<file path="src/common/eth_rx_cfg.svh">
`ifndef ETH_RX_CFG_SVH
`define ETH_RX_CFG_SVH

// ==============================
// receive path sizing
// ==============================

// beats held in the output FIFO, power of two
`define RX_FIFO_DEPTH 64

// beats the sink can take after reset
`define RX_CREDITS_INIT 4

// shortest frame that delivers a beat, FCS included
// also the length of the FCS delay line
`define RX_MIN_FRAME 5

`endif

</file>
<file path="src/common/eth_rx_pkg.sv">
`default_nettype none

package eth_rx_pkg;

    // ==============================
    // byte and beat formats
    // ==============================

    // one assembled byte from the MII decoder
    typedef struct packed {
        logic [7:0] data;
        // first byte after the SFD
        logic       sof;
        // rx_dv fell after this byte
        logic       eof;
        // rx_er seen on a nibble of this byte
        logic       err;
    } mii_byte_t;

    // one payload byte handed downstream
    typedef struct packed {
        logic [7:0] data;
        logic       sop;
        logic       eop;
        // frame status, valid with eop only
        logic       bad;
    } eth_beat_t;

    // ==============================
    // crc-32
    // ==============================

    // reflected IEEE 802.3 polynomial
    parameter logic [31:0] CRC32_POLY    = 32'hEDB8_8320;

    // register value after a good frame and its FCS
    parameter logic [31:0] CRC32_RESIDUE = 32'hDEBB_20E3;

endpackage

`default_nettype wire

</file>
<file path="src/mii_rx/mii_nibble_decoder.sv">
`timescale 1ns/1ps
`default_nettype none

module mii_nibble_decoder (
    input  wire                   rx_clk,
    input  wire                   rst_n,
    input  wire                   rx_dv,
    input  wire                   rx_er,
    input  wire [3:0]             rxd,
    output eth_rx_pkg::mii_byte_t byte_out,
    output logic                  byte_valid,
    output logic                  frame_end,
    output logic                  frame_end_odd
);

    typedef enum logic [1:0] {
        ST_IDLE,
        ST_PREAMBLE,
        ST_SFD,
        ST_DATA
    } state_t;

    state_t     state;
    logic [3:0] low_nib;
    logic       low_err;
    logic       hi_next;
    logic       first;

    always_ff @(posedge rx_clk or negedge rst_n) begin
        if (!rst_n) begin
            state         <= ST_IDLE;
            low_nib       <= 4'h0;
            low_err       <= 1'b0;
            hi_next       <= 1'b0;
            first         <= 1'b0;
            byte_out      <= '0;
            byte_valid    <= 1'b0;
            frame_end     <= 1'b0;
            frame_end_odd <= 1'b0;
        end else begin
            byte_valid    <= 1'b0;
            frame_end     <= 1'b0;
            frame_end_odd <= 1'b0;
            byte_out.eof  <= 1'b0;

            case (state)
                ST_IDLE: begin
                    if (rx_dv && rxd == 4'h5) begin
                        state <= ST_PREAMBLE;
                    end
                end

                // any run of 5 nibbles, then D
                ST_PREAMBLE: begin
                    if (!rx_dv) begin
                        state <= ST_IDLE;
                    end else if (rxd == 4'hD) begin
                        state <= ST_SFD;
                    end else if (rxd != 4'h5) begin
                        state <= ST_IDLE;
                    end
                end

                // low nibble of the first byte
                ST_SFD: begin
                    if (!rx_dv) begin
                        frame_end    <= 1'b1;
                        byte_out.sof <= 1'b0;
                        byte_out.eof <= 1'b1;
                        byte_out.err <= 1'b0;
                        state        <= ST_IDLE;
                    end else begin
                        low_nib <= rxd;
                        low_err <= rx_er;
                        hi_next <= 1'b1;
                        first   <= 1'b1;
                        state   <= ST_DATA;
                    end
                end

                ST_DATA: begin
                    if (!rx_dv) begin
                        // a held low nibble means an odd count
                        frame_end     <= 1'b1;
                        frame_end_odd <= hi_next;
                        byte_out.sof  <= 1'b0;
                        byte_out.eof  <= 1'b1;
                        byte_out.err  <= hi_next & low_err;
                        state         <= ST_IDLE;
                    end else if (hi_next) begin
                        byte_out.data <= {rxd, low_nib};
                        byte_out.sof  <= first;
                        byte_out.err  <= low_err | rx_er;
                        byte_valid    <= 1'b1;
                        first         <= 1'b0;
                        hi_next       <= 1'b0;
                    end else begin
                        low_nib <= rxd;
                        low_err <= rx_er;
                        hi_next <= 1'b1;
                    end
                end

                default: state <= ST_IDLE;
            endcase
        end
    end

endmodule

`default_nettype wire

</file>
<file path="src/logic/frame_crc_checker.sv">
`timescale 1ns/1ps
`default_nettype none

`include "eth_rx_cfg.svh"

module frame_crc_checker (
    input  wire                        rx_clk,
    input  wire                        rst_n,
    input  wire eth_rx_pkg::mii_byte_t byte_in,
    input  wire                        byte_valid,
    input  wire                        frame_end,
    input  wire                        frame_end_odd,
    output eth_rx_pkg::eth_beat_t      beat,
    output logic                       beat_valid
);

    localparam int DL    = `RX_MIN_FRAME;
    localparam int CNT_W = $clog2(DL + 1);

    logic [31:0]           crc_q;
    logic                  err_q;
    logic [CNT_W-1:0]      cnt_q;
    eth_rx_pkg::mii_byte_t dl_q [DL];
    logic                  line_full;
    logic                  frame_bad;

    // one byte through the reflected crc-32, lsb first
    function automatic logic [31:0] crc_byte(input logic [31:0] crc, input logic [7:0] data);
        logic [31:0] c;
        c = crc ^ {24'h0, data};
        for (int i = 0; i < 8; i++) begin
            c = c[0] ? ((c >> 1) ^ eth_rx_pkg::CRC32_POLY) : (c >> 1);
        end
        return c;
    endfunction

    assign line_full = (cnt_q == CNT_W'(DL));

    // a dangling nibble always raises frame_end_odd
    assign frame_bad = (crc_q != eth_rx_pkg::CRC32_RESIDUE) | err_q | frame_end_odd;

    // ==============================
    // crc, error and byte count
    // ==============================

    always_ff @(posedge rx_clk or negedge rst_n) begin
        if (!rst_n) begin
            crc_q      <= '1;
            err_q      <= 1'b0;
            cnt_q      <= '0;
            beat_valid <= 1'b0;
        end else begin
            beat_valid <= 1'b0;
            if (byte_valid) begin
                if (byte_in.sof) begin
                    crc_q <= crc_byte('1, byte_in.data);
                    err_q <= byte_in.err;
                    cnt_q <= CNT_W'(1);
                end else begin
                    crc_q <= crc_byte(crc_q, byte_in.data);
                    err_q <= err_q | byte_in.err;
                    if (!line_full) begin
                        cnt_q <= cnt_q + 1'b1;
                    end
                    // oldest byte is payload once five follow it
                    beat_valid <= line_full;
                end
            end else if (frame_end) begin
                // runts leave nothing to send
                beat_valid <= line_full;
                cnt_q      <= '0;
            end
        end
    end

    // ==============================
    // fcs delay line
    // ==============================

    always_ff @(posedge rx_clk) begin
        if (byte_valid) begin
            dl_q[0] <= byte_in;
            for (int i = 1; i < DL; i++) begin
                dl_q[i] <= dl_q[i-1];
            end
            beat.data <= dl_q[DL-1].data;
            beat.sop  <= dl_q[DL-1].sof;
            beat.eop  <= 1'b0;
            beat.bad  <= 1'b0;
        end else if (frame_end) begin
            beat.data <= dl_q[DL-1].data;
            beat.sop  <= dl_q[DL-1].sof;
            beat.eop  <= 1'b1;
            beat.bad  <= frame_bad;
        end
    end

endmodule

`default_nettype wire

</file>
<file path="src/logic/rx_credit_fifo.sv">
`timescale 1ns/1ps
`default_nettype none

`include "eth_rx_cfg.svh"

module rx_credit_fifo (
    input  wire                        rx_clk,
    input  wire                        rst_n,
    input  wire eth_rx_pkg::eth_beat_t in_beat,
    input  wire                        in_valid,
    input  wire                        credit_return,
    output eth_rx_pkg::eth_beat_t      out_beat,
    output logic                       out_valid,
    output logic                       overflow
);

    localparam int DEPTH = `RX_FIFO_DEPTH;
    localparam int AW    = $clog2(DEPTH);
    localparam int CW    = $clog2(`RX_CREDITS_INIT + 1);

    eth_rx_pkg::eth_beat_t mem [DEPTH];

    // extra msb tells full from empty
    logic [AW:0]   wr_ptr;
    logic [AW:0]   rd_ptr;
    logic [CW-1:0] credits;
    logic          full;
    logic          empty;
    logic          wr_en;
    logic          rd_en;

    assign empty = (wr_ptr == rd_ptr);
    assign full  = (wr_ptr[AW] != rd_ptr[AW]) && (wr_ptr[AW-1:0] == rd_ptr[AW-1:0]);
    assign wr_en = in_valid & ~full;
    assign rd_en = ~empty & (credits != '0);

    // ==============================
    // storage
    // ==============================

    always_ff @(posedge rx_clk) begin
        if (wr_en) begin
            mem[wr_ptr[AW-1:0]] <= in_beat;
        end
        if (rd_en) begin
            out_beat <= mem[rd_ptr[AW-1:0]];
        end
    end

    // ==============================
    // pointers and credits
    // ==============================

    always_ff @(posedge rx_clk or negedge rst_n) begin
        if (!rst_n) begin
            wr_ptr    <= '0;
            rd_ptr    <= '0;
            credits   <= CW'(`RX_CREDITS_INIT);
            out_valid <= 1'b0;
            overflow  <= 1'b0;
        end else begin
            out_valid <= rd_en;
            // mii cannot stall, byte is lost
            overflow  <= in_valid & full;
            if (wr_en) begin
                wr_ptr <= wr_ptr + 1'b1;
            end
            if (rd_en) begin
                rd_ptr <= rd_ptr + 1'b1;
            end
            // take and return together cancel
            case ({rd_en, credit_return})
                2'b10:   credits <= credits - 1'b1;
                2'b01:   credits <= credits + 1'b1;
                default: credits <= credits;
            endcase
        end
    end

endmodule

`default_nettype wire

</file>
<file path="src/logic/eth_mii_rx_top.sv">
`timescale 1ns/1ps
`default_nettype none

module eth_mii_rx_top (
    input  wire                   rx_clk,
    input  wire                   rst_n,
    input  wire                   rx_dv,
    input  wire                   rx_er,
    input  wire [3:0]             rxd,
    input  wire                   credit_return,
    output eth_rx_pkg::eth_beat_t out_beat,
    output logic                  out_valid,
    output logic                  overflow
);

    eth_rx_pkg::mii_byte_t mii_byte;
    logic                  byte_valid;
    logic                  frame_end;
    logic                  frame_end_odd;
    eth_rx_pkg::eth_beat_t beat;
    logic                  beat_valid;

    mii_nibble_decoder decoder_i (
        .rx_clk        (rx_clk),
        .rst_n         (rst_n),
        .rx_dv         (rx_dv),
        .rx_er         (rx_er),
        .rxd           (rxd),
        .byte_out      (mii_byte),
        .byte_valid    (byte_valid),
        .frame_end     (frame_end),
        .frame_end_odd (frame_end_odd)
    );

    frame_crc_checker checker_i (
        .rx_clk        (rx_clk),
        .rst_n         (rst_n),
        .byte_in       (mii_byte),
        .byte_valid    (byte_valid),
        .frame_end     (frame_end),
        .frame_end_odd (frame_end_odd),
        .beat          (beat),
        .beat_valid    (beat_valid)
    );

    rx_credit_fifo fifo_i (
        .rx_clk        (rx_clk),
        .rst_n         (rst_n),
        .in_beat       (beat),
        .in_valid      (beat_valid),
        .credit_return (credit_return),
        .out_beat      (out_beat),
        .out_valid     (out_valid),
        .overflow      (overflow)
    );

endmodule

`default_nettype wire

</file>
<file path="config.mk">
export PLATFORM = sky130hd
export DESIGN_NAME = eth_mii_rx_top
export DESIGN_NICKNAME = d
export VERILOG_FILES = /design/src/common/eth_rx_pkg.sv /design/src/mii_rx/mii_nibble_decoder.sv /design/src/logic/frame_crc_checker.sv /design/src/logic/rx_credit_fifo.sv /design/src/logic/eth_mii_rx_top.sv
export VERILOG_INCLUDE_DIRS = /design/src /design/src/common
export SDC_FILE = /design/constraint.sdc
export NUM_CORES = 1
export LEC_CHECK = 0
export BUFFER_PORTS_ARGS = -buffer_cell sky130_fd_sc_hd__buf_2
export CORE_MARGIN = 10
export CORE_UTILIZATION = 50
export DETAILED_ROUTE_END_ITERATION = 12
export PLACE_DENSITY = 0.64
export SLEW_MARGIN = 20
export SYNTH_ARGS = -nofsm -noshare
export SYNTH_HDL_FRONTEND = slang
export SYNTH_SLANG_ARGS = --single-unit
</file>
<file path="constraint.sdc">
create_clock -name rx_clk -period 4.1 [get_ports rx_clk]
set_clock_uncertainty 0.05 [all_clocks]
set_input_delay 0.205 -clock rx_clk [delete_from_list [all_inputs] [get_ports rx_clk]]
set_output_delay 0.205 -clock rx_clk [all_outputs]
set_load 0.03 [all_outputs]
</file>
==> out/qor.txt <==
share of cells above drive strength 1: 25.4%
synthesized area per cell: 19.2 um2
vias in the first global route: 17000
Placer Congestion: 0.837
Root Driver: clkbuf_16
DRT Pass-1 Iters: 5
yosys warns: 0
die width: 280 um
pwr/cell area: 453 nW/um2
Layout Cells excl Fill: 2788
Tmin final: 3260 ps
RSZ-0062 raised after global routing: no
clk buf depth: 3
Netlist cell types: 56
Port Buf Inserts: 21
Vias/cell: 5.90
status: complete, no violations
Final Hold Viols: 0
WP data required: 4420 ps
Synth Cell Area: 33900 um2
row count: 95
post-CTS setup repair buffer count: 0
final HPWL from detailed placement: 44900 um
Routed Wire Length: 75800 um
grt ovf: 0
first-pass GRT wire length: 115000 um
Peak VDD IR: 0.278 mV
worst reg2reg path endpoint: fifo_i.out_beat[4]
Worst Hold Class: in2async
leakage power: 0.0128 uW
max_cap viols: 0
Clock Latency Late Sink: 640 ps
Synth Flop Type: edfxtp_1
# diodes: 0
met1 Usage GRT: 27.2%
R2R cell count: 6
Yosys reg bits: 849
# DRC: 0
count of final setup violators: 0
CTS sink cnt: 849
r2r setup slk: 840 ps
critical path startpoint category: register
Slew Limit Fails: 0
Worst R2R Start: fifo_i.rd_ptr[1]
IO Pins: 22
register area share after synthesis: 74.1%
Max Freq: 307 MHz
critical path class: reg2reg
Post-synth EDFFs: 769
Layout area overhead: 12.4%
Post-Syn Nets: 1776
initial antenna violation count: 1
WL per Instance: 27.2 um
Antenna Nets Post-Route: 0
Clock transition at path regs: 60 ps
die area: 78600 um2
FFs w/ async S/R, synth: 9.19%
setup TNS: 0 ps
starting density of the core: 50.5%
GRT Total Usage: 19.7%
First DRT Iteration DRCs: 1697
Most Crowded Layer GR: met2
Die Y: 280 um
worst-path fanout max: 159
GRT met2 Usage: 31.7%
dpl cells: 2622
Worst EP arrival: 3590 ps
GR Util met3: 3.97%
max_slew headroom: 13.2%
overall power: 17300 uW
Nets: 1861
via count: 16400
post-cts sizing count: 0
# fillers: 4948
CTS Buf Count: 87
Final period util: 79.6%
CTS tree: yes
H-tree depth: 3
core footprint: 67200 um2
Slew @ Worst Pin: 1300 ps
CP endpoint kind: register
pin count of the biggest net entering global routing: 160
Mapped Cells: 1761
repair_timing:
item	in CTS	in global routing
endpoints found under the hold margin	72	0
hold buffers	8	0
setup endpoints to repair	0	0
flip-flops by register name, indices dropped and copies added, names as in the netlist, 2 cells and up:
signal,count
checker_i.cnt_q,3
checker_i.dl_q,45
decoder_i.low_nib,4
fifo_i.mem,704
checker_i.crc_q,32
checker_i.beat,11
fifo_i.credits,3
fifo_i.wr_ptr,7
decoder_i.byte_out,10
decoder_i.state,2
fifo_i.out_beat,11
fifo_i.rd_ptr,7
cell usage after synthesis, drive strengths merged, types with 2 or more instances:
master | n | share of area [%]
clkinv | 2 | 0.022
nand4 | 6 | 0.11
ha | 5 | 0.18
clkbuf | 45 | 0.50
dfrtp | 45 | 3.3
dfstp | 33 | 2.6
a21oi | 61 | 0.90
nand2 | 90 | 1.0
nand3b | 8 | 0.18
mux2 | 9 | 0.30
nor4 | 2 | 0.037
edfxtp | 769 | 68
buf | 57 | 0.96
xor2 | 33 | 0.95
o211ai | 7 | 0.16
nor3 | 6 | 0.089
nor4b | 3 | 0.078
xnor2 | 95 | 2.7
inv | 12 | 0.13
mux2i | 6 | 0.18
xnor3 | 5 | 0.34
o21ai | 24 | 0.35
mux4 | 192 | 13
a22oi | 55 | 1.2
a211oi | 12 | 0.27
a31oi | 3 | 0.055
nand3 | 12 | 0.18
dfxtp | 2 | 0.12
or3 | 2 | 0.037
nor2b | 20 | 0.37
or3b | 2 | 0.052
nor2 | 121 | 1.3
o21a | 2 | 0.044
and2 | 4 | 0.074
metrics by stage:
stage | utilization, % | cell area (um2) | setup WS (ps) | hold slack (ps)
after CTS | 56.7 | 38100 | 829 | 128
after global placement | 52.4 | 35200 | 833 | 268
after detailed placement | 52.4 | 35200 | 830 | 274
final | 56.7 | 38100 | 837 | 142
after global routing | 56.7 | 38100 | 720 | 198
after floorplan | - | 33900 | 1300 | -141
cell usage in the layout (no fill, tap or decap), types with 4 or more instances in the layout:
cell,instances
dfstp_2,33
buf_2,20
xnor2_1,87
nand3_1,12
a22oi_1,55
nor3_1,6
clkinv_1,21
nand3b_1,8
mux4_2,192
o21ai_1,4
mux2_2,9
dlygate4sd3_1,8
ha_1,5
mux2i_1,6
clkbuf_16,89
xnor2_2,6
inv_1,12
nor2b_1,20
o21ai_0,20
xor2_1,30
bufinv_16,9
nor2_1,106
clkinvlp_4,5
a211oi_1,12
and2_1,4
a21oi_1,61
nand2_1,90
dfrtp_1,39
edfxtp_1,769
o211ai_1,7
nor2_2,15
clkbuf_1,15
nand4_1,6
buf_4,67
clkinv_2,14
metal layers:
layer / vias to the layer above / part of all wire [%] / routed length [um]
met5: - / 0 / 0
met4: 0 / 2.4 / 1850
met3: 127 / 6.9 / 5190
met2: 542 / 49 / 37300
met1: 8602 / 41 / 31400
li1: 7166 / - / -
cell families after synthesis:
logic type | Yosys count | synth area share, %
flip-flops | 849 | 74.1
AND/OR/NAND/NOR | 280 | 3.63
multiplexers | 207 | 13.2
AO/OA/AOI/OAI | 170 | 3.15
XOR/XNOR | 133 | 3.99
buffers and inverters | 116 | 1.62
adder cells (fa/ha/maj) | 6 | 0.244
final cells by class:
class / instances / area, um2 / area share, %
repair buffers: 98 / 743 / 1.95
multi-input cells: 796 / 8250 / 21.7
clock inverters: 53 / 513 / 1.35
well taps: 873 / 1090 / 2.87
inverters: 14 / 52.6 / 0.138
flip-flops and latches: 849 / 25100 / 66.0
clock buffers: 105 / 2300 / 6.03
power by group:
part,total (uW),internal (uW),switching [uW]
sequential,9380,9350,27.6
combinational,90.3,36.8,53.5
clock,7800,4560,3240
total,17300,14000,3320
how the worst max path moves through the flow:
stage,depth (start not counted),start,slack [ps],end
floorplan,11,fifo_i.rd_ptr[0],1300,fifo_i.credits[1]
global placement,5,fifo_i.rd_ptr[0],830,fifo_i.out_beat[5]
detailed placement,6,fifo_i.rd_ptr[0],830,fifo_i.out_beat[10]
CTS,6,fifo_i.rd_ptr[0],830,fifo_i.out_beat[10]
global route,6,fifo_i.rd_ptr[0],720,fifo_i.out_beat[10]
finish,6,fifo_i.rd_ptr[1],840,fifo_i.out_beat[4]
worst max-delay path: stages, from the launching register on:
cell      delay (ps)
dfrtp_4          430
buf_12           460
mux4_2           440
a22oi_1          330
a21oi_1          210
a211oi_1         540
a21oi_1           80
(Power assumes the default switching activity.)
